File: src/design/smooth_pkg.sv
// smoothing subsystem definitions
`default_nettype none

package smooth_pkg;

	// sample width and delay line depth
	localparam int SAMPLE_W = 16;
	localparam int TAP_COUNT = 16;

	// wide enough for 16 signed 16-bit samples
	localparam int SUM_W = 20;

	// distance back from a threshold before an alarm clears
	localparam int HYST = 64;

	// reciprocal of three scaled by 2^16, rounded up
	localparam int RECIP3_SHIFT = 16;
	localparam logic [15:0] RECIP3 = 16'd21846;

	typedef logic signed [SAMPLE_W-1:0] sample_t;

	// averaging window, codes 5 to 7 act as 16
	typedef enum logic [2:0] {
		WIN_2  = 3'd0,
		WIN_3  = 3'd1,
		WIN_4  = 3'd2,
		WIN_8  = 3'd3,
		WIN_16 = 3'd4
	} window_e;

	// level monitor state
	typedef enum logic [1:0] {
		LVL_NORMAL = 2'd0,
		LVL_HIGH   = 2'd1,
		LVL_LOW    = 2'd2
	} level_e;

	// alarm thresholds, hi at least lo + 2*HYST
	typedef struct packed {
		sample_t hi;
		sample_t lo;
	} thresh_cfg_t;

	typedef struct packed {
		sample_t max;
		sample_t min;
	} peak_pair_t;

endpackage

`default_nettype wire

File: src/design/level_monitor.sv
// level alarm monitor
`default_nettype none
`timescale 1ns/10ps

module level_monitor (
	input  wire logic                    clk,
	input  wire logic                    rst,
	input  wire smooth_pkg::sample_t     avg,
	input  wire smooth_pkg::thresh_cfg_t thresh,
	output smooth_pkg::level_e           level
);

	// thresholds as plain signed samples
	smooth_pkg::sample_t hi;
	smooth_pkg::sample_t lo;

	// release points, one bit wider
	logic signed [smooth_pkg::SAMPLE_W:0] hi_rel;
	logic signed [smooth_pkg::SAMPLE_W:0] lo_rel;

	smooth_pkg::level_e level_d;

	assign hi = thresh.hi;
	assign lo = thresh.lo;

	assign hi_rel = {hi[smooth_pkg::SAMPLE_W-1], hi} -
		(smooth_pkg::SAMPLE_W+1)'(smooth_pkg::HYST);
	assign lo_rel = {lo[smooth_pkg::SAMPLE_W-1], lo} +
		(smooth_pkg::SAMPLE_W+1)'(smooth_pkg::HYST);

	// threshold crossings win over the current state
	always_comb begin
		level_d = level;
		if (avg > hi) begin
			level_d = smooth_pkg::LVL_HIGH;
		end else if (avg < lo) begin
			level_d = smooth_pkg::LVL_LOW;
		end else begin
			case (level)
				smooth_pkg::LVL_HIGH: begin
					// clear once back inside by HYST
					if (avg <= hi_rel) begin
						level_d = smooth_pkg::LVL_NORMAL;
					end
				end
				smooth_pkg::LVL_LOW: begin
					if (avg >= lo_rel) begin
						level_d = smooth_pkg::LVL_NORMAL;
					end
				end
				default: level_d = smooth_pkg::LVL_NORMAL;
			endcase
		end
	end

	always_ff @(posedge clk) begin
		if (rst) begin
			level <= smooth_pkg::LVL_NORMAL;
		end else begin
			level <= level_d;
		end
	end

	// bands must not overlap
	a_thresh_spacing: assert property (@(posedge clk) disable iff (rst)
		int'(hi) >= int'(lo) + 2 * smooth_pkg::HYST);

	// high alarm only raised by an average above hi
	a_high_entry: assert property (@(posedge clk) disable iff (rst)
		(level != smooth_pkg::LVL_HIGH) ##1 (level == smooth_pkg::LVL_HIGH)
		|-> $past(avg > hi));

endmodule

`default_nettype wire

File: config.mk
export PLATFORM = sky130hd
export DESIGN_NAME = level_monitor
export DESIGN_NICKNAME = d
export VERILOG_FILES = /design/src/design/smooth_pkg.sv /design/src/design/level_monitor.sv
export SDC_FILE = /design/constraint.sdc
export NUM_CORES = 1
export LEC_CHECK = 0
export ABC_CLOCK_PERIOD_IN_PS = 3400
export BUFFER_PORTS_ARGS = -buffer_cell sky130_fd_sc_hd__buf_2
export CAP_MARGIN = 20
export CORE_MARGIN = 8
export CORE_UTILIZATION = 53
export CTS_BUF_LIST = sky130_fd_sc_hd__clkbuf_16
export DETAILED_ROUTE_END_ITERATION = 10
export MAX_ROUTING_LAYER = met4
export PLACE_DENSITY = 0.82
export SYNTH_ARGS = -nofsm -noshare
export SYNTH_HDL_FRONTEND = slang
export SYNTH_SLANG_ARGS = --single-unit
File: constraint.sdc
create_clock -name clk -period 3.4 [get_ports clk]
set_input_delay 0.68 -clock clk [delete_from_list [all_inputs] [get_ports clk]]
set_output_delay 0.68 -clock clk [all_outputs]
set_load 0.05 [all_outputs]
==> run_results.csv <==
group,metric,value,unit
sta,whs,629.6,ps
global_route,antenna_found_initial,0,
cells_and_area,top_register,"level",
hold_path,min_path_type,"flop to flop",
global_route,grtUsageMet1,0.2247,
floorplanning,rows,21,
cells_and_area,final_cell_area,2157,sq um
drt,drc,0,
cts,clock_latency,220,ps
cts,cts.sinks,2,
sta,fin_setup_tns,0,ps
sta,slew_violations,0,
floorplanning,core_area,3258,sq um
drt,vias,1867,
global_route,grt_overflow,0,
yosys,syn_nets,335,
power_and_ir_drop,vdd_drop_max,0.0001398,V
yosys,syn_area_per_cell,7.627,sq um
drt,avgRoutedWirePerCell,14.34,um
cells_and_area,largest_reg_flops,2,
drt,dr.pass1.iters,4,
global_route,grt_pass1_vias,1861,
yosys,async_flop_share,0,
cells_and_area,n_fill_cell,324,
cts,clock-root-buffer,"clkbuf_16",
cts,tritoncts,"yes",
hold_path,holdPathStages,3,
global_route,grt_pass1_wl,7914,um
sta,setup_viol,0,
yosys,ys_warn_count,0,
power_and_ir_drop,power.total,459.2,uW
cells_and_area,syn2layout_area_growth,23.50,%
cts,cts_resized,0,
sta,min_period,2942,ps
cells_and_area,utilization,0.6621,
global_route,grt_usage,0.1842,
floorplanning,die_area,5388,sq um
cts,path_clk_slew,30,ps
sta,finClkSkew,1.411,ps
critical_path,end_kind,"flop",
placement,port_buffers,51,
cells_and_area,n_antenna_cell,0,
critical_path,worstPathMaxFanout,3,
flow_run,maxCapViolCount,0,
yosys,syn-cell-area,1747,sq um
drt,drt-initial-drc-count,156,
sta,fmax,339.9,MHz
yosys,yosys_most_used_dff,"dfxtp_1",
cells_and_area,layout.nets,394,
placement,dp_hpwl,4218,um
critical_path,cp-start-kind,"input port",
sta,period_share,0.8653,
global_route,use_met2,0.3138,
cells_and_area,final_layout_size_suffix_gt1_frac,0.2063,
cts,cts_buffers,3,
critical_path,cp.arrival,3070,ps
sta,final_hold_viol_count,0,
yosys,synth-edff-count,0,
floorplanning,die_w,73.41,um
sta,max-slew-margin-rel,0.6615,
hold_path,hold_start,"level[1]$_SDFFE_PP0P_",
run_status,status,"complete, no violations",
drt,post_drt_via_cell_ratio,5.623,
critical_path,required,3530,ps
cells_and_area,largestRegisters,"level: 2 flops",
cts,postCtsSetupBuffers,0,
drt,ant_nets,0,
drt,wl,4761,um
critical_path,cp-startpoint,"thresh[22]",
yosys,synth_seq_cells,2,
critical_path,worstSetupPathType,"input port to flop",
cts,clockBufferDepth,2,
power_and_ir_drop,cellPowerDensity,212.9,nW/um^2
yosys,synth.distinct_cells,37,
yosys,synth-seq-area-share,0.02292,
global_route,use_met3,0.02865,
global_route,grt_max_degree,8,
critical_path,worstRegToRegCells,4,
floorplanning,ios,52,
cts,postCtsHoldBufs,0,
cts,htree_levels,1,
placement,placed_area,2082,sq um
placement,gp_congestion,0.8974,
critical_path,reg2reg_from,"level[0]$_SDFFE_PP0P_",
sta,rsz0062_at_grt,"false",
floorplanning,dieHeight,73.41,um
floorplanning,start_util,0.5361,
sta,worst_slew_pin_slew,494.9,ps
yosys,synthCells,229,
power_and_ir_drop,leakage,0.001179,uW
global_route,grt_busiest_layer,"met2",
## worst max-delay path, stage by stage
cell	delay (ps)
buf_2	110
inv_1	70
ha_1	190
nand3_1	120
nor3_1	260
and3_1	230
xnor2_1	130
ha_1	260
and4_1	220
nand4_1	100
a31oi_1	50
a211oi_1	280
mux2i_1	110
o32ai_1	240
## layer usage
metal | routed length (um) | share of wire
met1 | 2142 | 0.45
met2 | 2214 | 0.47
met3 | 379 | 0.080
met4 | 25 | 0.0053
met5 | 0 | 0
## metrics by stage
stage | cells | setup slack, ps
2_1_floorplan | 229 | 534.3
3_3_place_gp | 329 | 373.8
3_5_place_dp | 329 | 224.1
4_1_cts | 332 | 440.2
5_1_grt | 332 | 250.3
6_report | 332 | 458.1
## power breakdown
group / internal (uW) / switching, uW / leakage (uW)
clock network: 150 / 27.4 / 0.0000370
registers: 26.4 / 2.82 / 0.0000166
logic: 112 / 141 / 0.00113
## final cells by class
type / count / area, sq um / share of cell area
multi-input combinational: 191 / 1572 / 0.7285
timing repair buffer: 54 / 277.8 / 0.1288
inverter: 36 / 135.1 / 0.06265
clock buffer: 3 / 75.07 / 0.03480
tap: 46 / 57.56 / 0.02668
sequential: 2 / 40.04 / 0.01856
## cell families (layout without fill, tap and decap cells)
family | count (synthesis) | in the layout | share of synthesized area
AND/OR/NAND/NOR | 66 | 66 | 0.2106
adder cells (fa/ha/maj) | 56 | 56 | 0.4011
AO/OA/AOI/OAI | 52 | 52 | 0.2013
buffers and inverters | 36 | 93 | 0.07736
XOR/XNOR | 15 | 15 | 0.07522
multiplexers | 2 | 2 | 0.01146
flip-flops | 2 | 2 | 0.02292
## path summary, 6_finish.rpt
| kind | slack (ps) | to |
|---|---|---|
| setup / recovery | 460 | level[0]$_SDFFE_PP0P_ |
| hold / removal | 630 | level[0]$_SDFFE_PP0P_ |
| setup reg to reg | 2260 | level[1]$_SDFFE_PP0P_ |
| hold reg to reg | 630 | level[0]$_SDFFE_PP0P_ |
## layout by cell type, fill, tap and decap left out, drive strengths merged, types with 2 or more instances in the layout
cell     count
buf         54
o211ai       3
and4         2
a2111oi      2
xnor2       15
nor2b        3
a21o         9
a211oi       3
a21oi       16
nand4        9
inv         36
dfxtp        2
and3         2
o21ai        6
a31oi        3
nor2         5
clkbuf       3
nand3       14
nor3         6
o2111ai      3
ha          56
nand2b       2
nand2       12
nor4         4
mux2i        2
o21a         2
## Yosys cell counts, types with 2 or more instances
library cell	n	area, sq um
o21a_1	2	15.01
nand2b_1	2	12.51
o211ai_1	3	22.52
nor2b_1	3	18.77
a211oi_1	3	22.52
a21oi_1	16	80.08
and4_1	2	17.52
mux2i_1	2	20.02
o2111ai_1	3	26.28
nor3_1	6	30.03
dfxtp_1	2	40.04
a21o_1	9	67.56
nand3_1	14	70.07
a31oi_1	3	18.77
nor4_1	4	25.02
ha_1	56	700.7
nand2_1	12	45.04
nor2_1	5	18.77
and3_1	2	12.51
xnor2_1	15	131.4
o21ai_0	5	25.02
a2111oi_0	2	17.52
inv_1	36	135.1
nand4_1	9	56.30
(Power assumes the default switching activity.)
