File: config.mk
export PLATFORM = sky130hd
export DESIGN_NAME = peak_tracker
export DESIGN_NICKNAME = d
export VERILOG_FILES = /design/src/design/smooth_pkg.sv /design/src/design/peak_tracker.sv
export SDC_FILE = /design/constraint.sdc
export NUM_CORES = 1
export LEC_CHECK = 0
export ABC_AREA = 1
export BUFFER_PORTS_ARGS = -buffer_cell sky130_fd_sc_hd__buf_2
export CAP_MARGIN = 40
export CELL_PAD_IN_SITES_DETAIL_PLACEMENT = 1
export CELL_PAD_IN_SITES_GLOBAL_PLACEMENT = 1
export CORE_MARGIN = 3
export CORE_UTILIZATION = 34
export DETAILED_ROUTE_END_ITERATION = 10
export GPL_ROUTABILITY_DRIVEN = 0
export HOLD_SLACK_MARGIN = 0.15
export PLACE_DENSITY_LB_ADDON = 0.1
export SYNTH_ARGS = -nofsm -noshare
export SYNTH_HDL_FRONTEND = slang
export SYNTH_SLANG_ARGS = --single-unit
export TNS_END_PERCENT = 20
File: constraint.sdc
create_clock -name clk -period 1.9 [get_ports clk]
set_input_delay 0.19 -clock clk [delete_from_list [all_inputs] [get_ports clk]]
set_output_delay 0.19 -clock clk [all_outputs]
set_load 0.01 [all_outputs]
File: src/design/smooth_pkg.sv
// smoothing subsystem definitions
`default_nettype none

package smooth_pkg;

	// sample width and delay line depth
	localparam int SAMPLE_W = 16;
	localparam int TAP_COUNT = 16;

	// wide enough for 16 signed 16-bit samples
	localparam int SUM_W = 20;

	// distance back from a threshold before an alarm clears
	localparam int HYST = 64;

	// reciprocal of three scaled by 2^16, rounded up
	localparam int RECIP3_SHIFT = 16;
	localparam logic [15:0] RECIP3 = 16'd21846;

	typedef logic signed [SAMPLE_W-1:0] sample_t;

	// averaging window, codes 5 to 7 act as 16
	typedef enum logic [2:0] {
		WIN_2  = 3'd0,
		WIN_3  = 3'd1,
		WIN_4  = 3'd2,
		WIN_8  = 3'd3,
		WIN_16 = 3'd4
	} window_e;

	// level monitor state
	typedef enum logic [1:0] {
		LVL_NORMAL = 2'd0,
		LVL_HIGH   = 2'd1,
		LVL_LOW    = 2'd2
	} level_e;

	// alarm thresholds, hi at least lo + 2*HYST
	typedef struct packed {
		sample_t hi;
		sample_t lo;
	} thresh_cfg_t;

	typedef struct packed {
		sample_t max;
		sample_t min;
	} peak_pair_t;

endpackage

`default_nettype wire

File: src/design/peak_tracker.sv
// running peak tracker
`default_nettype none
`timescale 1ns/10ps

module peak_tracker (
	input  wire logic                clk,
	input  wire logic                rst,
	input  wire logic                peak_clear,
	input  wire smooth_pkg::sample_t avg,
	output smooth_pkg::peak_pair_t   peaks
);

	// signed running extremes
	smooth_pkg::sample_t max_q;
	smooth_pkg::sample_t min_q;

	always_ff @(posedge clk) begin
		if (rst) begin
			// zero matches avg coming out of reset
			max_q <= '0;
			min_q <= '0;
		end else if (peak_clear) begin
			// restart from the current average
			max_q <= avg;
			min_q <= avg;
		end else begin
			if (avg > max_q) begin
				max_q <= avg;
			end
			if (avg < min_q) begin
				min_q <= avg;
			end
		end
	end

	assign peaks.max = max_q;
	assign peaks.min = min_q;

	// clear and update paths keep the pair ordered
	a_peak_order: assert property (@(posedge clk) disable iff (rst)
		max_q >= min_q);

endmodule

`default_nettype wire

==> impl_metrics.csv, run 1 <==
group,metric,value,unit
run_status,outcome,"finished, violations left",
run_status,violations,"setup timing",
flow_run,drv_cap,0,
floorplanning,row_count,28,
timing,worst_slack,-87.0,ps
floorplanning,ios,51,
routing,viasPerCell,5.08,
power_and_ir_drop,peakVddDrop,0.574,mV
synthesis,yosys_warnings,0,
cells_and_area,layout.nets,467,
clock_tree,htreeDepth,2,
timing,holdWs,185,ps
synthesis,synth-seq-cells,32,
global_route,grt_pass1_vias,2554,
synthesis,synth_area,2200,sq um
cells_and_area,postLayoutCellArea,3450,sq um
synthesis,netlist_instances,327,
synthesis,ys_types,24,
routing,ant_nets,0,
worst_setup_path,crit_type,"register to register",
cells_and_area,drive_above_1_share,50.4,%
timing,fmax,0.503,GHz
timing,final_max_slew_viol_count,0,
worst_setup_path,required,2090,ps
timing,setup_viol_count_final,25,
power_and_ir_drop,p_sw,1.15,mW
power_and_ir_drop,leakagePower,1.67,nW
clock_tree,cts_tree,"yes",
power_and_ir_drop,powerDensity,825,nW/um^2
synthesis,syn_area_per_cell,6.72,sq um
hold_path,hold_class,"input port to register",
place,io_buffers,50,
floorplanning,die_h,86.4,um
global_route,antenna_found_initial,0,
clock_tree,clkSinkCount,32,
clock_tree,cts-hold-fix-buffers,0,
floorplanning,fp.dieW,86.4,um
global_route,grt_pass1_wl,12800,um
routing,drt_pass1_iterations,4,
routing,post_drt_wl_per_cell,17.1,um
clock_tree,cts_inserted_buffers,5,
worst_setup_path,arrival,2170,ps
power_and_ir_drop,power.internal,1.70,mW
clock_tree,root_buffer,"clkbuf_8",
timing,hold_viol,0,
cells_and_area,area_growth,57.1,%
floorplanning,core-area,6100,sq um
timing,finClkSkew,8.29,ps
floorplanning,die-area,7460,sq um
place,dpl_cell_area,2760,sq um
routing,drt-total-wl,8380,um
global_route,grt.overflow.total,0,
clock_tree,clk_latency,290,ps
clock_tree,max-clock-path-buffers,2,
floorplanning,initial_core_util,36.0,%
timing,rsz0062_at_grt,"yes",
power_and_ir_drop,seqPwrFrac,29.1,%
synthesis,syn_nets,377,
cells_and_area,antenna_cells,0,
timing,worst-slew-pin-transition,429,ps
timing,relSlewSlack,71.4,%
synthesis,ys_seq_area_share,29.2,%
power_and_ir_drop,comb_power_share,53.4,%
routing,drc_errors,0,
place,place_hpwl,5200,um
global_route,grt_usage,21.8,%
worst_setup_path,crit_path_start_kind,"register",
routing,vias,2488,
global_route,grt_max_degree,33,
power_and_ir_drop,p_clk_share,17.5,%
power_and_ir_drop,power,2.85,mW
timing,period_share,105,%
timing,min_period,1990,ps
power_and_ir_drop,p_sw_share,40.2,%
worst_setup_path,endpoint_kind,"register",
worst_setup_path,crit_fanout,8,
routing,drt-initial-drc-count,75,
clock_tree,clk_pin_slew,70,ps
==> worst max-delay path, cell delays in order (launching register included) <==
cell and delay, ps:
dfxtp_2 350, inv_2 50, ha_4 270, nand4_1 150, nor3_4 160, buf_4 130
nand4_1 210, nand2_8 210, buf_12 160, nand3_1 90, nand2_1 80, nor2_1 40
==> per-stage QoR <==
step	cells	setup WS [ps]	setup TNS (ps)	utilization [%]
2_1_floorplan	327	26.3	0	-
3_3_place_gp	474	-81.5	-1370	45.2
3_5_place_dp	474	-87.8	-1460	45.2
4_1_cts	484	-21.3	-123	51.5
5_1_grt	490	-220	-4630	56.6
6_report	490	-87.0	-827	56.6
==> synth_stat cells <==
master | number | share of area, %
nand2_1 | 68 | 12
nor2_1 | 54 | 9.2
inv_1 | 47 | 8.0
dfxtp_1 | 32 | 29
ha_1 | 31 | 18
a21oi_1 | 26 | 5.9
nand3_1 | 21 | 4.8
nand4_1 | 18 | 5.1
buf_1 | 4 | 0.68
buf_2 | 4 | 0.91
clkbuf_1 | 4 | 0.68
nor3_1 | 4 | 0.91
nor2_2 | 2 | 0.57
o21ai_0 | 2 | 0.46
a21boi_1 | 1 | 0.34
a21o_1 | 1 | 0.34
buf_4 | 1 | 0.34
buf_6 | 1 | 0.51
inv_2 | 1 | 0.17
nand2_2 | 1 | 0.28
nand2_4 | 1 | 0.51
nand3_4 | 1 | 0.80
nor2_4 | 1 | 0.51
nor3_2 | 1 | 0.46
==> worst paths after layout <==
path             from        to  slack (ps)  cells past startpoint
max          max_q[9]  max_q[3]         -90                     11
min            avg[0]  max_q[0]         190                      3
max reg2reg  max_q[9]  max_q[3]         -90                     11
min reg2reg  max_q[1]  max_q[1]         570                      4
==> final cells by class <==
cell class | count | area [sq um]
inverters | 48 | 180
flip-flops and latches | 32 | 669
clock buffers | 5 | 68.8
repair buffers | 97 | 694
fillers | 750 | 2640
multi-input cells | 233 | 1750
well taps | 75 | 93.8
==> what timing repair did <==
item / in CTS / in global routing
endpoints found under the setup margin: 32 / 32
gates cloned: 3 / 0
buffers inserted: 2 / 6
pin swaps: 8 / 30
resized for setup: 50 / 68
==> kinds of logic after synthesis <==
kind of cell | synth area share (%)
adders and majority gates | 17.7
AOI/OAI and AO/OA | 7.06
buffers and inverters | 11.3
and+or+nand+nor | 34.8
DFF | 29.2
==> registers in the layout, summed over array words and instances, names as in the netlist <==
name / cells
min_q: 16
max_q: 16
==> power by group through the flow <==
stage	clock, mW	sequential [mW]	combinational (mW)
after floorplan	0	0.863	0.564
after global placement	0	0.821	0.999
after detailed placement	0	0.824	1.03
after CTS	0.513	0.816	1.32
after global routing	0.537	0.838	1.67
final	0.500	0.829	1.52
==> metal layers <==
metal  wire, um  vias to the layer above  track usage, %  part of all wire, %
met1       3710                     1179            28.6                   44
met4        186                        0            5.38                  2.2
li1           -                     1228               -                    -
met5          0                        -               0                    0
met2       4170                       59            37.1                   50
met3        309                       22            3.52                  3.7
==> cells in the final DEF, fill, tap and decap left out, drive strengths merged <==
cell,n
inv,48
dfxtp,32
buf,97
a21o,1
o21ai,2
nor3,5
clkbuf,5
nand4,18
a21oi,26
nand2,70
ha,31
nand3,22
a21boi,1
nor2,57
No activity file was read; power rests on OpenSTA's default activity.
==> run 2: changes to the inputs <==
--- a/config.mk
+++ b/config.mk
@@ -14,6 +14,7 @@
 export CORE_UTILIZATION = 34
 export DETAILED_ROUTE_END_ITERATION = 10
 export GPL_ROUTABILITY_DRIVEN = 0
+export GPL_TIMING_DRIVEN = 0
 export HOLD_SLACK_MARGIN = 0.15
 export PLACE_DENSITY_LB_ADDON = 0.1
 export SYNTH_ARGS = -nofsm -noshare
==> run 2 against run 1 <==
The flow still finishes with violations (setup timing). Maximum frequency grew 2.5%. Critical path depth grew 2. Combinational power down 6%. Via count fell by 1.2%. Cell count shrank 2.4%. Final area fell by 2.1%. Hold slack got worse by 26 ps. Die area unchanged. Register-to-register slack improved by 50 ps. Utilization shrank 1.2 points. Global-route usage decreased by 2.2 points. Clock skew is 2.2 ps lower.
==> impl_metrics.csv, run 2 (synthesized netlist as in run 1, its figures left out) <==
group,metric,value,unit
cells_and_area,layout.nets,452,
cells_and_area,final_cell_count_no_fill,478,
clock_tree,max-clock-path-buffers,2,
power_and_ir_drop,leakagePower,1.60,nW
worst_setup_path,arrival,2160,ps
floorplanning,fp.dieW,86.4,um
worst_setup_path,crit_path_start_kind,"register",
cells_and_area,n_fill_cell,775,
worst_setup_path,r2r-start,"min_q[5]",
timing,relSlewSlack,52.8,%
global_route,grt.overflow.total,0,
clock_tree,clk_pin_slew,70,ps
worst_setup_path,rrSetupSlack,-40,ps
worst_setup_path,endpoint_kind,"register",
floorplanning,ios,51,
routing,drc_errors,0,
floorplanning,die_h,86.4,um
timing,rsz0062_at_grt,"yes",
cells_and_area,multi_input_area,1810,sq um
power_and_ir_drop,p_sw_share,39.7,%
timing,worst_slack,-38.7,ps
routing,post_drt_wl_per_cell,16.7,um
global_route,grt_pass1_vias,2410,
routing,drt-initial-drc-count,71,
hold_path,hold_class,"input port to register",
timing,final_max_slew_viol_count,0,
power_and_ir_drop,p_sw,1.12,mW
routing,ant_nets,0,
worst_setup_path,crit_fanout,6,
power_and_ir_drop,power.internal,1.70,mW
floorplanning,initial_core_util,36.0,%
clock_tree,clk_latency,290,ps
worst_setup_path,cp-endpoint,"min_q[1]",
global_route,grt_pass1_wl,11400,um
global_route,antenna_found_initial,0,
floorplanning,die-area,7460,sq um
power_and_ir_drop,p_clk_share,20.0,%
routing,drt-total-wl,7970,um
run_status,violations,"setup timing",
cells_and_area,largestRegisters,"max_q (16), min_q (16)",
timing,fmax,0.516,GHz
cells_and_area,fin_util,55.4,%
routing,viasPerCell,5.14,
power_and_ir_drop,powerDensity,834,nW/um^2
routing,vias,2459,
global_route,grt_usage,19.5,%
place,place_hpwl,5050,um
place,dp_slack,-327,ps
clock_tree,cts-hold-fix-buffers,0,
timing,fin_setup_tns,-379,ps
cells_and_area,drive_above_1_share,49.4,%
power_and_ir_drop,comb_power_share,50.7,%
global_route,grt_max_degree,11,
timing,hold_viol,0,
clock_tree,root_buffer,"clkbuf_8",
timing,finClkSkew,6.13,ps
timing,period_share,102,%
place,dpl_cell_area,2540,sq um
clock_tree,cts_inserted_buffers,5,
cells_and_area,antenna_cells,0,
timing,min_period,1940,ps
worst_setup_path,critPathLaunch,"min_q[5]",
clock_tree,htreeDepth,2,
clock_tree,clkSinkCount,32,
timing,worst-slew-pin-transition,708,ps
floorplanning,core-area,6100,sq um
clock_tree,cts_tree,"yes",
worst_setup_path,crit_type,"register to register",
cells_and_area,area_growth,53.8,%
worst_setup_path,required,2120,ps
power_and_ir_drop,power,2.82,mW
timing,setup_viol_count_final,20,
hold_path,hold-path-cell-count,3,
cells_and_area,final_cell_mix,"nand2_1 (54), buf_2 (50), nor2_1 (42), inv_1 (32)",
worst_setup_path,rr_worst_depth,13,
place,dp.cells,452,
power_and_ir_drop,peakVddDrop,0.369,mV
floorplanning,row_count,28,
run_status,outcome,"finished, violations left",
power_and_ir_drop,seqPwrFrac,29.3,%
cells_and_area,postLayoutCellArea,3380,sq um
worst_setup_path,r2r-end,"min_q[1]",
cells_and_area,final_common_cell,"nand2_1",
place,io_buffers,50,
flow_run,drv_cap,0,
timing,holdWs,159,ps
cells_and_area,regArea,667,sq um
routing,drt_pass1_iterations,4,
## run 2: cell type report
cell class                      count  area share (%)
Timing Repair Buffer               68            12.8
Inverter                           48            5.33
Sequential cell                    32            19.7
Buffer                             14            3.22
Clock buffer                        8            2.67
Multi-Input combinational cell    233            53.5
Tap cell                           75            2.78
## run 2: power groups by stage
| stage | sequential [mW] | clock, mW | combinational (mW) |
|---|---|---|---|
| finish | 0.825 | 0.564 | 1.43 |
| global route | 0.835 | 0.611 | 1.58 |
| CTS | 0.810 | 0.582 | 1.08 |
| detailed placement | 0.821 | 0 | 0.916 |
| global placement | 0.819 | 0 | 0.892 |
| floorplan | 0.863 | 0 | 0.564 |
## run 2: timing repair
action	in CTS	in global routing
cloned	0	3
setup endpoints to repair	32	32
setup buffers	9	6
gates resized for setup	39	99
pin swaps	9	42
## run 2: worst min-delay path by stage
stage	from	end	slack, ps
after floorplan	avg[5]	min_q[5]	320
after global placement	avg[0]	min_q[0]	460
after detailed placement	avg[0]	max_q[0]	470
after CTS	avg[0]	max_q[0]	170
after global routing	avg[0]	min_q[0]	180
final	avg[0]	min_q[0]	160
## run 2: worst max-delay path, stage by stage, from the launching register on
cell and delay (ps):
dfxtp_2 340, inv_2 50, ha_4 210, a21oi_2 110, nor2_1 50, nor3_1 200
nand2_1 110, nand2_2 150, buf_6 120, a21oi_4 50, nor2_4 180, buf_6 170
nor2_1 50, nor2_1 90
## run 2: layer usage
metal  wire length (um)  track usage [%]  vias to the layer above
li1                   -                -                     1199
met4                166             6.23                        0
met2               4000             33.4                       49
met1               3540             25.0                     1194
met3                259             3.04                       17
met5                  0                0                        -
==> run 3: changes to the inputs <==
--- a/config.mk
+++ b/config.mk
@@ -17,6 +17,7 @@
 export GPL_TIMING_DRIVEN = 0
 export HOLD_SLACK_MARGIN = 0.15
 export PLACE_DENSITY_LB_ADDON = 0.1
+export RECOVER_POWER = 100
 export SYNTH_ARGS = -nofsm -noshare
 export SYNTH_HDL_FRONTEND = slang
 export SYNTH_SLANG_ARGS = --single-unit
==> run 3 against run 2 <==
The run still ends with setup timing left. Sequential power hardly changed. Via count is 0.16% lower. Register-to-register slack hardly changed.
==> impl_metrics.csv, run 3 (synthesized netlist as in run 1, its figures left out) <==
group,metric,value,unit
run_status,outcome,"finished, violations left",
run_status,violations,"setup timing",
clock_tree,clk_pin_slew,70,ps
clock_tree,clk_latency,290,ps
clock_tree,cts_tree,"yes",
hold_path,hold-path-cell-count,3,
global_route,grt_pass1_wl,11400,um
routing,drt-total-wl,7940,um
timing,min_period,1950,ps
place,place_hpwl,5050,um
power_and_ir_drop,powerDensity,836,nW/um^2
global_route,grt_max_degree,11,
timing,worst-slew-pin-transition,707,ps
cells_and_area,final_cell_mix,"nand2_1 (54), nor2_1 (42), inv_1 (32), clkbuf_1 (28), buf_2 (28)",
hold_path,min_from,"avg[0]",
worst_setup_path,crit_path_start_kind,"register",
timing,finClkSkew,6.20,ps
cells_and_area,layout.nets,452,
timing,fmax,0.512,GHz
floorplanning,die-area,7460,sq um
global_route,antenna_found_initial,0,
worst_setup_path,rrSetupSlack,-50,ps
flow_run,drv_cap,0,
worst_setup_path,r2r-end,"max_q[9]",
worst_setup_path,critPathBufInv,2,
floorplanning,die_h,86.4,um
clock_tree,max-clock-path-buffers,2,
cells_and_area,antenna_cells,0,
worst_setup_path,slowest_delay,350,ps
routing,drt-initial-drc-count,64,
timing,setup_viol_count_final,27,
timing,worst_slack,-52.1,ps
clock_tree,root_buffer,"clkbuf_8",
floorplanning,core-area,6100,sq um
routing,vias,2455,
cells_and_area,final_cell_count_no_fill,478,
clock_tree,cts_inserted_buffers,5,
worst_setup_path,cp_top_family,"simple AND/OR/NAND/NOR gates",
routing,drc_errors,0,
timing,holdWs,157,ps
routing,viasPerCell,5.14,
worst_setup_path,rr_worst_depth,14,
global_route,grt_pass1_vias,2410,
timing,hold_viol,0,
routing,post_drt_wl_per_cell,16.6,um
worst_setup_path,crit_fanout,6,
worst_setup_path,r2r-start,"max_q[5]",
timing,period_share,103,%
routing,ant_nets,0,
hold_path,worstHoldEndpoint,"max_q[0]",
floorplanning,fp.dieW,86.4,um
worst_setup_path,required,2070,ps
timing,final_max_slew_viol_count,0,
cells_and_area,area_growth,52.3,%
worst_setup_path,crit_type,"register to register",
floorplanning,initial_core_util,36.0,%
worst_setup_path,crit_top_cell,"nand2_2",
floorplanning,row_count,28,
cells_and_area,n_fill_cell,785,
clock_tree,htreeDepth,2,
clock_tree,clkSinkCount,32,
power_and_ir_drop,leakagePower,1.52,nW
global_route,grt.overflow.total,0,
place,io_buffers,50,
cells_and_area,largestRegisters,"max_q (16), min_q (16)",
timing,rsz0062_at_grt,"yes",
routing,drt_pass1_iterations,4,
worst_setup_path,endpoint_kind,"register",
timing,relSlewSlack,52.9,%
place,dp_slack,-327,ps
cells_and_area,final_common_cell,"nand2_1",
timing,fin_setup_tns,-472,ps
global_route,grt_usage,19.5,%
place,dp.cells,452,
floorplanning,ios,51,
cells_and_area,drive_above_1_share,42.7,%
worst_setup_path,crit_chain,"inv_2 > ha_4 > nand2_1 > a21oi_1 > nor2_2 > nand3_2 > nand2_2 > nand2_2 > nand2_2 > nand2_2 > nand2_4 > buf_6 > a21oi_1 > nor2_1",
power_and_ir_drop,peakVddDrop,0.371,mV
hold_path,hold_class,"input port to register",
worst_setup_path,arrival,2130,ps
worst_setup_path,critPathSlowestCell,"dfxtp_1",
## run 3: worst max path at each step
stage	start	end	slack [ps]	cells past startpoint
after floorplan	min_q[15]	min_q[10]	30	12
after global placement	min_q[15]	min_q[14]	-280	12
after detailed placement	min_q[15]	min_q[9]	-330	12
after CTS	min_q[5]	min_q[9]	-2	13
after global routing	min_q[12]	min_q[13]	-190	12
final	max_q[5]	max_q[9]	-50	14
## run 3: repair_timing
item / CTS / global route
pin swaps: 9 / 42
setup buffers: 9 / 6
cloned: 0 / 3
endpoints found under the setup margin: 32 / 32
hold endpoints to repair: 0 / 0
hold buffers: 0 / 0
resized for setup: 39 / 99
## run 3: report_power, final
group,internal [mW],switching (mW),total (mW)
Sequential,0.771,0.0526,0.824
Combinational,0.613,0.797,1.41
Clock,0.296,0.267,0.563
## run 3: area by class of cell
cell class                      count  area, sq um  share of cell area [%]
Tap cell                           75         93.8                    2.80
Sequential cell                    32          661                    19.7
Multi-Input combinational cell    233         1810                    54.0
Clock buffer                        8         90.1                    2.69
Buffer                             14          109                    3.25
Timing Repair Buffer               68          404                    12.1
Inverter                           48          180                    5.39
## run 3: worst reg2reg max path, cell delays in order, from the launching register on
cell	delay [ps]
dfxtp_1	350
inv_2	60
ha_4	270
nand2_1	60
a21oi_1	180
nor2_2	70
nand3_2	80
nand2_2	70
nand2_2	80
nand2_2	50
nand2_2	80
nand2_4	100
buf_6	160
a21oi_1	160
nor2_1	70
## run 3: layer usage
layer | share of wire, % | GRT usage [%]
met5 | 0 | 0
met2 | 50 | 33.4
met4 | 2.1 | 6.23
met1 | 45 | 25.0
met3 | 3.0 | 3.04
## run 3: through the flow
| stage | power [mW] | utilization, % | instance area, sq um |
|---|---|---|---|
| 2_1_floorplan | 1.43 | - | 2200 |
| 3_3_place_gp | 1.71 | 41.7 | 2540 |
| 3_5_place_dp | 1.74 | 41.7 | 2540 |
| 4_1_cts | 2.47 | 46.9 | 2860 |
| 5_1_grt | 3.01 | 54.9 | 3350 |
| 6_report | 2.80 | 54.9 | 3350 |
